**src/hw/coreFrontEndPkg.sv**
```systemverilog
package coreFrontEndPkg;

  //////////////////////////////////////////////////////////////////////
  // Widths and counts
  //////////////////////////////////////////////////////////////////////

  // Data and address width
  localparam int unsigned XLEN = 32;

  // Architectural registers, x0 included
  localparam int unsigned REG_NUM = 32;

  // Index width for REG_NUM registers
  localparam int unsigned REG_IDX_WIDTH = $clog2(REG_NUM);

  // Read ports on the register file
  localparam int unsigned RD_PORT_NUM = 2;

  // In-flight result buses
  localparam int unsigned FWD_PORT_NUM = 2;

  // PC redirect channels, channel 0 wins
  localparam int unsigned SET_PORT_NUM = 3;

  // Step of 2 or 4 fits in 3 bits
  localparam int unsigned STEP_WIDTH = 3;

  //////////////////////////////////////////////////////////////////////
  // Vector types
  //////////////////////////////////////////////////////////////////////

  // Data word or PC
  typedef logic [XLEN-1:0] xlenT;

  // Register index
  typedef logic [REG_IDX_WIDTH-1:0] regIdxT;

  // PC increment
  typedef logic [STEP_WIDTH-1:0] pcStepT;

  // PC value out of reset
  localparam xlenT START_ADDR = 32'h8000_0000;

endpackage : coreFrontEndPkg

```
**src/hw/rfWrBusIf.sv**
```systemverilog
`timescale 1ns/100ps

interface rfWrBusIf;
  import coreFrontEndPkg::*;

  // Write port, single-cycle strobe
  logic   wrVld;
  regIdxT wrRd;
  xlenT   wrDat;

  // Forwarding buses, one entry per bus
  // Low vld with a matching rd means result still pending
  logic   [FWD_PORT_NUM-1:0] fwdVld;
  regIdxT [FWD_PORT_NUM-1:0] fwdRd;
  xlenT   [FWD_PORT_NUM-1:0] fwdDat;

  // Driver side
  modport source (
    output wrVld, wrRd, wrDat,
    output fwdVld, fwdRd, fwdDat
  );

  // Register file side
  modport sink (
    input wrVld, wrRd, wrDat,
    input fwdVld, fwdRd, fwdDat
  );

endinterface : rfWrBusIf

```
**src/hw/pcGen.sv**
```systemverilog
`timescale 1ns/100ps

module pcGen (
  input  logic                                                      clk,
  input  logic                                                      rstN,
  input  logic                                                      stall,
  input  logic                   [coreFrontEndPkg::SET_PORT_NUM-1:0] setEn,
  input  coreFrontEndPkg::xlenT  [coreFrontEndPkg::SET_PORT_NUM-1:0] setPc,
  input  coreFrontEndPkg::pcStepT                                   nxtPcStep,
  output coreFrontEndPkg::xlenT                                     pc,
  output coreFrontEndPkg::xlenT                                     nxtPc
);
  import coreFrontEndPkg::*;

  //////////////////////////////////////////////////////////////////////
  // Settling flag
  //////////////////////////////////////////////////////////////////////

  // Low in reset and in the first cycle after it
  logic rstFlg;

  always_ff @(posedge clk or negedge rstN) begin
    if (!rstN) begin
      rstFlg <= 1'b0;
    end else if (!rstFlg) begin
      // Sets once, then stays
      rstFlg <= 1'b1;
    end
  end

  //////////////////////////////////////////////////////////////////////
  // Next PC select
  //////////////////////////////////////////////////////////////////////

  logic [SET_PORT_NUM-1:0] setEnOh;
  xlenT                    prioPc;
  pcStepT                  stepMasked;
  xlenT                    stepPc;
  logic                    stepPcVld;

  // Lowest set bit only, so channel 0 wins
  assign setEnOh = setEn & (~setEn + 1'b1);

  // One-hot AND-OR mux over the set channels
  always_comb begin
    prioPc = '0;
    for (int i = 0; i < SET_PORT_NUM; i++) begin
      prioPc = prioPc | (setPc[i] & {XLEN{setEnOh[i]}});
    end
  end

  // Step forced to zero while settling
  assign stepMasked = nxtPcStep & {STEP_WIDTH{rstFlg}};
  assign stepPc     = pc + xlenT'(stepMasked);

  // Stepped PC when no channel fires, or during settling
  assign stepPcVld = (setEnOh == '0) | ~rstFlg;
  assign nxtPc     = stepPcVld ? stepPc : prioPc;

  //////////////////////////////////////////////////////////////////////
  // PC register
  //////////////////////////////////////////////////////////////////////

  always_ff @(posedge clk or negedge rstN) begin
    if (!rstN) begin
      pc <= START_ADDR;
    end else if (!stall) begin
      pc <= nxtPc;
    end
  end

endmodule : pcGen

```
**src/hw/fwdMux.sv**
```systemverilog
`timescale 1ns/100ps

module fwdMux (
  input  logic                  [coreFrontEndPkg::FWD_PORT_NUM-1:0] fwdVld,
  input  coreFrontEndPkg::regIdxT [coreFrontEndPkg::FWD_PORT_NUM-1:0] fwdRd,
  input  coreFrontEndPkg::xlenT [coreFrontEndPkg::FWD_PORT_NUM-1:0] fwdDat,
  input  coreFrontEndPkg::regIdxT                                   rs,
  input  coreFrontEndPkg::xlenT                                     rfDat,
  output coreFrontEndPkg::xlenT                                     dat,
  output logic                                                      hazard
);
  import coreFrontEndPkg::*;

  // x0 never forwards and never stalls
  logic rsVld;

  // Bus entries first, stored value as last fallback entry
  logic [FWD_PORT_NUM:0] selBitmap;
  logic [FWD_PORT_NUM:0] selOh;
  xlenT [FWD_PORT_NUM:0] allDat;

  assign rsVld = |rs;

  // Match on rd alone, vld only decides the hazard
  always_comb begin
    for (int i = 0; i < FWD_PORT_NUM; i++) begin
      selBitmap[i] = (fwdRd[i] == rs) & rsVld;
      allDat[i]    = fwdDat[i];
    end
    selBitmap[FWD_PORT_NUM] = rsVld;
    allDat[FWD_PORT_NUM]    = rfDat;
  end

  // Lowest-indexed hit wins
  assign selOh = selBitmap & (~selBitmap + 1'b1);

  // Nothing selected for x0, so dat falls to zero
  always_comb begin
    dat = '0;
    for (int i = 0; i <= FWD_PORT_NUM; i++) begin
      dat = dat | (allDat[i] & {XLEN{selOh[i]}});
    end
  end

  // Selected bus with its result not ready yet
  assign hazard = |(selOh[FWD_PORT_NUM-1:0] & ~fwdVld);

endmodule : fwdMux

```
**src/hw/regFile.sv**
```systemverilog
`timescale 1ns/100ps

module regFile (
  input  logic                                                     clk,
  input  logic                                                     rstN,
  rfWrBusIf.sink                                                   wrBus,
  input  coreFrontEndPkg::regIdxT [coreFrontEndPkg::RD_PORT_NUM-1:0] rs,
  output coreFrontEndPkg::xlenT  [coreFrontEndPkg::RD_PORT_NUM-1:0] rsDat,
  output logic                   [coreFrontEndPkg::RD_PORT_NUM-1:0] datHazard
);
  import coreFrontEndPkg::*;

  //////////////////////////////////////////////////////////////////////
  // Storage and write decode
  //////////////////////////////////////////////////////////////////////

  // x1 to x31 only
  xlenT regQ [1:REG_NUM-1];

  // One-hot write select, gated by the strobe
  logic [REG_NUM-1:0] wrEnOh;

  assign wrEnOh = {REG_NUM{wrBus.wrVld}} & (REG_NUM'(1) << wrBus.wrRd);

  // Bit 0 of wrEnOh has no register behind it
  always_ff @(posedge clk or negedge rstN) begin
    if (!rstN) begin
      for (int i = 1; i < REG_NUM; i++) begin
        regQ[i] <= '0;
      end
    end else begin
      for (int i = 1; i < REG_NUM; i++) begin
        if (wrEnOh[i]) begin
          regQ[i] <= wrBus.wrDat;
        end
      end
    end
  end

  // Full read view with x0 tied low
  xlenT rfView [REG_NUM];

  always_comb begin
    rfView[0] = '0;
    for (int i = 1; i < REG_NUM; i++) begin
      rfView[i] = regQ[i];
    end
  end

  //////////////////////////////////////////////////////////////////////
  // Read ports
  //////////////////////////////////////////////////////////////////////

  for (genvar p = 0; p < RD_PORT_NUM; p++) begin : gRdPort
    fwdMux fwdMux_inst (
      .fwdVld (wrBus.fwdVld),
      .fwdRd  (wrBus.fwdRd),
      .fwdDat (wrBus.fwdDat),
      .rs     (rs[p]),
      .rfDat  (rfView[rs[p]]),
      .dat    (rsDat[p]),
      .hazard (datHazard[p])
    );
  end

endmodule : regFile

```
**src/hw/coreFrontEnd.sv**
```systemverilog
`timescale 1ns/100ps

module coreFrontEnd (
  input  logic                                                        clk,
  input  logic                                                        rstN,
  input  logic                                                        stall,

  // PC redirect and step
  input  logic                    [coreFrontEndPkg::SET_PORT_NUM-1:0] setEn,
  input  coreFrontEndPkg::xlenT   [coreFrontEndPkg::SET_PORT_NUM-1:0] setPc,
  input  coreFrontEndPkg::pcStepT                                     nxtPcStep,
  output coreFrontEndPkg::xlenT                                       pc,
  output coreFrontEndPkg::xlenT                                       nxtPc,

  // Register write port
  input  logic                                                        wrVld,
  input  coreFrontEndPkg::regIdxT                                     wrRd,
  input  coreFrontEndPkg::xlenT                                       wrDat,

  // Results still in the pipe
  input  logic                    [coreFrontEndPkg::FWD_PORT_NUM-1:0] fwdVld,
  input  coreFrontEndPkg::regIdxT [coreFrontEndPkg::FWD_PORT_NUM-1:0] fwdRd,
  input  coreFrontEndPkg::xlenT   [coreFrontEndPkg::FWD_PORT_NUM-1:0] fwdDat,

  // Read ports
  input  coreFrontEndPkg::regIdxT [coreFrontEndPkg::RD_PORT_NUM-1:0]  rs,
  output coreFrontEndPkg::xlenT   [coreFrontEndPkg::RD_PORT_NUM-1:0]  rsDat,
  output logic                    [coreFrontEndPkg::RD_PORT_NUM-1:0]  datHazard
);
  import coreFrontEndPkg::*;

  //////////////////////////////////////////////////////////////////////
  // PC generation
  //////////////////////////////////////////////////////////////////////

  pcGen pcGen_inst (
    .clk       (clk),
    .rstN      (rstN),
    .stall     (stall),
    .setEn     (setEn),
    .setPc     (setPc),
    .nxtPcStep (nxtPcStep),
    .pc        (pc),
    .nxtPc     (nxtPc)
  );

  //////////////////////////////////////////////////////////////////////
  // Write and forwarding bundle
  //////////////////////////////////////////////////////////////////////

  rfWrBusIf wrBus ();

  // Write port
  assign wrBus.wrVld = wrVld;
  assign wrBus.wrRd  = wrRd;
  assign wrBus.wrDat = wrDat;

  // Forwarding buses
  assign wrBus.fwdVld = fwdVld;
  assign wrBus.fwdRd  = fwdRd;
  assign wrBus.fwdDat = fwdDat;

  //////////////////////////////////////////////////////////////////////
  // Register file with forwarding
  //////////////////////////////////////////////////////////////////////

  regFile regFile_inst (
    .clk       (clk),
    .rstN      (rstN),
    .wrBus     (wrBus.sink),
    .rs        (rs),
    .rsDat     (rsDat),
    .datHazard (datHazard)
  );

endmodule : coreFrontEnd

```
**config.mk**
```make
export PLATFORM = sky130hd
export DESIGN_NAME = coreFrontEnd
export DESIGN_NICKNAME = d
export VERILOG_FILES = /design/src/hw/coreFrontEndPkg.sv /design/src/hw/rfWrBusIf.sv /design/src/hw/pcGen.sv /design/src/hw/fwdMux.sv /design/src/hw/regFile.sv /design/src/hw/coreFrontEnd.sv
export SDC_FILE = /design/constraint.sdc
export NUM_CORES = 2
export LEC_CHECK = 0
export ABC_CLOCK_PERIOD_IN_PS = 2500
export BUFFER_PORTS_ARGS = -buffer_cell sky130_fd_sc_hd__buf_2
export CORE_MARGIN = 2
export CORE_UTILIZATION = 55
export CTS_CLUSTER_DIAMETER = 200
export DETAILED_ROUTE_END_ITERATION = 12
export GPL_TIMING_DRIVEN = 0
export PLACE_DENSITY = 0.73
export SLEW_MARGIN = 20
export SYNTH_ARGS = -nofsm -noshare
export SYNTH_HDL_FRONTEND = slang
export SYNTH_HIERARCHICAL = 1
export SYNTH_SLANG_ARGS = --single-unit
```
**constraint.sdc**
```tcl
create_clock -name clk -period 2.5 [get_ports clk]
set_input_delay 0 -clock clk [delete_from_list [all_inputs] [get_ports clk]]
set_output_delay 0 -clock clk [all_outputs]
set_load 0.05 [all_outputs]
```
Word level (Yosys, flattened, before mapping) --
Index checks and enable logic that the tools add are counted.
Word-level totals: register bits after elaboration 1025, input bits 229, word-level logic and storage cells 90
Operators by class: $add $sub $neg 4, order comparisons 2, equality and inequality tests 4, shifts and indexed selects 1, muxes and demuxes 7, bitwise gates (word level) 34, reduce and logical (&&, ||, !) cells 5
Operators with widths (count):
- $and 32x32->32 | 10
- $bmux 32 s5 | 2
- $or 32x32->32 | 6
- $mux 32 | 5
- $add 32x3->32 | 1
- $shl 1x5->32 const A | 1
- $eq 5x5->1 | 4
- $and 3x3->3 | 4
- $ge 6x6->1 const B | 2
- $not 5->6 | 2
- $reduce_or 5->1 | 2
- $add 3x1->3 const B | 3
- $not 3->3 | 3
- $and 1x1->1 | 4
- $and 2x2->2 | 2
- $reduce_or 2->1 | 2
- $logic_not 3->1 | 1
- $not 2->2 | 1
- $not 1->1 | 1
- $or 1x1->1 | 1

Logic depth before layout (Yosys ltp) --
depth after elaboration 8, gate-level depth with buffers 11, depth with buffers taken out 8

Hierarchy --
The synthesis kept the hierarchy.
Modules (own cells, without submodules):
- regFile | instances 1, cells an instance 3631, area each 53196.0 um2, sequential area each 24823.8 um2
- pcGen | instances 1, cells an instance 474, area each 3517.1 um2, sequential area each 827.0 um2
- fwdMux | instances 2, cells an instance 216, area each 1427.6 um2, sequential area each 0.0 um2

Worst setup path after synthesis --
Ideal clock, no wire load.
path kind register to output, from reg pcGen_inst.pc[1], to out nxtPc[31], arrival 3206 ps, data required time 2500 ps, slack -706 ps, stages on the path, launching flop included 7, path buffers 0, cells stage by stage dfrtp_1 -> ha_1 -> a211oi_1 -> nor3_2 -> nand2_1 -> nor3_1 -> nor4_1
Between the ends: cells in the longest elaborated chain, start to end 2
RTL lines:
- start, declared | line pcGen.sv:10 | output coreFrontEndPkg::xlenT pc,
- start signal, assigned | line pcGen.sv:68 | pc <= nxtPc;
- $add 32x3->32 | line pcGen.sv:54 | assign stepPc = pc + xlenT'(stepMasked);
- $mux 32 | line pcGen.sv:58 | assign nxtPc = stepPcVld ? stepPc : prioPc;
- end, declared | line coreFrontEnd.sv:13 | output coreFrontEndPkg::xlenT nxtPc,
Every way passes these cells.

Worst setup path in the final report --
from reg pcGen_inst.rstFlg, to out nxtPc[28]
Between the ends: cells in the longest elaborated chain, start to end 3, elaborated cells between the ends (all ways) 5
RTL lines:
- start, declared | line pcGen.sv:20 | logic rstFlg;
- start signal, assigned | line pcGen.sv:24 | rstFlg <= 1'b0;
- start signal, assigned | line pcGen.sv:27 | rstFlg <= 1'b1;
- $and 3x3->3 / $not 1->1 (equally long branches) | line pcGen.sv:53, pcGen.sv:57
- $add 32x3->32 / $or 1x1->1 (equally long branches) | line pcGen.sv:54, pcGen.sv:57
- $mux 32 * | line pcGen.sv:58
Mark *: on every way between the ends. The rest lies on a longest branch, timed or not.

==> run_summary.xml <==
<?xml version="1.0" encoding="UTF-8"?>
<metrics>
  <group name="floorplanning">
    <metric name="rows" unit="">120</metric>
    <metric name="ios" unit="">359</metric>
    <metric name="die_h" unit="microns">333</metric>
    <metric name="die_span_x" unit="microns">333</metric>
    <metric name="dieArea" unit="sq um">111000</metric>
    <metric name="initial_utilization" unit="%">55.6</metric>
    <metric name="core_area" unit="sq um">107000</metric>
  </group>
  <group name="clock_tree">
    <metric name="worst_setup_hold_path_clk_slew" unit="ps">70</metric>
    <metric name="cts-buffers-inserted" unit="">110</metric>
    <metric name="tritoncts" unit="">built</metric>
    <metric name="clkLatencyLatePin" unit="ps">720</metric>
    <metric name="cts.path.max_buffers" unit="">3</metric>
    <metric name="cts_root_buffer" unit="">clkbuf_16</metric>
    <metric name="numClockSinks" unit="">1025</metric>
    <metric name="cts.htree.levels" unit="">3</metric>
  </group>
  <group name="grt">
    <metric name="antenna_found_initial" unit="">21</metric>
    <metric name="total_overflow_reported_by_the_global_router" unit="">0</metric>
    <metric name="gr-usage-all-layers" unit="%">40.9</metric>
    <metric name="grt_first_pass_wirelength" unit="microns">332000</metric>
    <metric name="grt_max_degree" unit="">135</metric>
    <metric name="via_count_of_the_first_global_routing_pass" unit="">48200</metric>
  </group>
  <group name="layout">
    <metric name="layout-drive-gt1-share" unit="%">51.9</metric>
    <metric name="finish.utilization" unit="%">67.9</metric>
    <metric name="layout-area-overhead-vs-synth" unit="%">22.3</metric>
    <metric name="layout.filler_cells" unit="">7504</metric>
    <metric name="final_nets" unit="">5433</metric>
  </group>
  <group name="run_status">
    <metric name="outcome" unit="">finished, violations left</metric>
    <metric name="failing_checks" unit="">setup timing</metric>
  </group>
  <group name="power">
    <metric name="p_per_area" unit="nW/um^2">780</metric>
    <metric name="max-vdd-ir-drop" unit="uV">697</metric>
    <metric name="power.leakage" unit="uW">0.0311</metric>
  </group>
  <group name="timing">
    <metric name="unrepaired_setup_endpoints_after_global_routing" unit="">true</metric>
    <metric name="clock_skew" unit="ps">20.6</metric>
    <metric name="timing.final.max_slew_violations" unit="">0</metric>
    <metric name="final-setup-viol-count" unit="">100</metric>
    <metric name="finalHoldViolCount" unit="">0</metric>
    <metric name="finalWorstPathRequiredPeriod" unit="ps">3030</metric>
    <metric name="relSlewSlack" unit="%">9.48</metric>
    <metric name="period_share" unit="%">121</metric>
    <metric name="timing_worst_slew_pin_value" unit="ps">1360</metric>
    <metric name="holdWs" unit="ps">73.9</metric>
    <metric name="final_critical_path_setup_slack" unit="ps">-534</metric>
    <metric name="clock.fmax" unit="MHz">330</metric>
  </group>
  <group name="routing">
    <metric name="wirelength" unit="microns">231000</metric>
    <metric name="vias" unit="">48000</metric>
    <metric name="drt-vias-per-instance" unit="">7.17</metric>
    <metric name="detailed_routing_iterations_pass_1" unit="">8</metric>
    <metric name="drc" unit="">0</metric>
    <metric name="post_detailed_route_count_of_antenna_violating_nets" unit="">0</metric>
    <metric name="detailedRoute.firstIterationViolations" unit="">6068</metric>
    <metric name="route.detailed.wl_per_inst" unit="microns">34.4</metric>
  </group>
  <group name="setup_path">
    <metric name="kind_of_end_point_of_the_critical_path" unit="">output port</metric>
    <metric name="cp.required" unit="ps">2500</metric>
    <metric name="worst_path_max_delay_cell" unit="">dfrtp_1</metric>
    <metric name="cp_top_family" unit="">simple AND/OR/NAND/NOR gates</metric>
    <metric name="timing.critical_path.buf_inv" unit="">2</metric>
    <metric name="critPathArrivalTime" unit="ps">3030</metric>
    <metric name="critical_path_class" unit="">register to output port</metric>
    <metric name="r2r_slack" unit="ps">-40</metric>
    <metric name="cp_slowest_stage_delay" unit="ps">430</metric>
    <metric name="critical_path.startpoint_type" unit="">register</metric>
    <metric name="worstPathMaxFanout" unit="">7</metric>
    <metric name="critical_path.cell_chain" unit="">and2_4, ha_4, fa_2, a21oi_4, nor4_4, buf_6, nand4_1, xor2_2, a21oi_4, buf_6</metric>
  </group>
  <group name="synthesis">
    <metric name="yosys_warnings" unit="">6</metric>
    <metric name="post_synth_instance_area" unit="sq um">59600</metric>
    <metric name="post_synth.cell_area_avg" unit="sq um">13.1</metric>
    <metric name="async_reset_ff_share" unit="%">100</metric>
    <metric name="synthMostInstantiatedCell" unit="">mux2_2</metric>
    <metric name="ys_seq_elements" unit="">1025</metric>
    <metric name="yosys.cell_types.count" unit="">69</metric>
    <metric name="synthesis.instances" unit="">4537</metric>
    <metric name="yosys_most_used_dff" unit="">dfrtp_1</metric>
    <metric name="synth_top_cells_by_count" unit="">1,042 x mux2_2, 1,024 x dfrtp_1, 384 x mux4_2</metric>
    <metric name="synth_largest_area_cell" unit="">dfrtp_1</metric>
    <metric name="synthTopCellsByArea" unit="">dfrtp_1 43%, mux2_2 20%, mux4_2 15%</metric>
    <metric name="synth_seq_area_share" unit="%">43.1</metric>
    <metric name="synth_largest_type_area_fraction" unit="%">43.0</metric>
    <metric name="synth-edff-count" unit="">0</metric>
    <metric name="syn_nets" unit="">4770</metric>
  </group>
  <group name="place">
    <metric name="gp_congestion" unit="">1.01</metric>
    <metric name="port-buffer-count" unit="">357</metric>
    <metric name="detailedPlacementHpwl" unit="microns">167000</metric>
  </group>
  <group name="flow_run">
    <metric name="max_cap_violations" unit="">0</metric>
  </group>
  <group name="worst_hold_path">
    <metric name="hold_path.class" unit="">primary input to register</metric>
  </group>
</metrics>
worst min-delay path: stages:
cell and delay [ps]:
buf_2 160, nor3b_1 120, nand2_1 260, mux2_2 210
power breakdown:
| part | switching, uW | total, uW | leakage (uW) | internal (uW) |
|---|---|---|---|---|
| combinational | 8520 | 16500 | 0.0161 | 7940 |
| sequential | 2680 | 22500 | 0.0131 | 19900 |
| clock | 7170 | 17800 | 0.00195 | 10700 |
| total | 18400 | 56800 | 0.0311 | 38500 |
state kept, by name, summed over array words and instances (netlist names):
register	cells
regFile_inst/regQ	992
pcGen_inst/pc	32
pcGen_inst/rstFlg	1
final cells by class:
type                       count  area, sq um  area share [%]
timing repair buffer         557         4260            5.85
sequential                  1025        25700            35.3
multi-input combinational   2997        34400            47.3
antenna                        8         20.0          0.0275
tap                         1403         1760            2.41
inverter                       6         26.3          0.0361
buffer                       503         2710            3.72
clock buffer                 159         3290            4.52
clock inverter                46          653           0.897
per-stage QoR:
stage / TNS (ps) / instance area, sq um / power [uW] / worst slack (ps) / cells
floorplan: -158 / 59700 / 31700 / -158 / 4537
global placement: - / 63200 / 35900 / -22990 / 6297
detailed placement: -88730 / 63500 / 36500 / -1720 / 6305
CTS: -23410 / 72100 / 55900 / -447 / 6681
global route: -29090 / 72800 / 58500 / -551 / 6698
finish: -27450 / 72800 / 56800 / -534 / 6704
layer usage:
layer	global-route usage, %	part of all wire [%]	vias up
met5	0	0.068	-
met3	12.3	12	902
met1	52.0	36	24600
met2	62.1	44	3564
li1	-	-	19000
met4	24.3	7.1	22
worst paths after layout:
kind	startpoint	end	cells after the start
min in group asynchronous	rstN	regFile_inst/regQ[793]	3
min reg2reg	regFile_inst/regQ[899]	regFile_inst/regQ[899]	1
max reg2reg	pcGen_inst/rstFlg	pcGen_inst/pc[17]	11
max in group asynchronous	rstN	regFile_inst/regQ[103]	5
min	wrRd[2]	regFile_inst/regQ[191]	4
max	pcGen_inst/rstFlg	nxtPc[28]	10
cells by family (layout without fill, tap and decap cells):
| kind of cell | Yosys count | count (layout) | share of synthesized area, % |
|---|---|---|---|
| multiplexers | 1612 | 1612 | 37.4 |
| AND/OR/NAND/NOR | 533 | 533 | 4.74 |
| AO/OA/AOI/OAI | 801 | 801 | 10.0 |
| other | 1 | 9 | 0.00630 |
| flip-flops | 1025 | 1025 | 43.1 |
| XOR/XNOR | 46 | 46 | 0.676 |
| adder cells (fa/ha/maj) | 4 | 4 | 0.0966 |
| buffers and inverters | 515 | 1271 | 4.02 |
cells in the final DEF, fill, tap and decap left out, drive strengths merged, types with 8 or more instances in the layout:
cell type and instances:
a211oi 80, a21oi 38, a22o 191, a22oi 30, a31oi 67, and2 40, and3 46, buf 675
bufinv 15, clkbuf 435, clkinv 25, dfrtp 1024, diode 8, dlygate4sd3 107, mux2 1064, mux2i 164
mux4 384, nand2 139, nand2b 8, nand3 89, nand4 78, nor2 72, nor2b 11, nor3 16
nor4 8, o21ai 155, o22ai 70, o31ai 133, xnor2 19, xor2 27
what timing repair did:
| item | CTS | global route |
|---|---|---|
| endpoints found under the setup margin | 113 | 109 |
| setup buffers | 70 | 19 |
| pin swaps | 227 | 117 |
| hold buffers | 107 | 0 |
| endpoints found under the hold margin | 568 | 0 |
| gates resized for setup | 770 | 127 |
(Power assumes the default switching activity.)
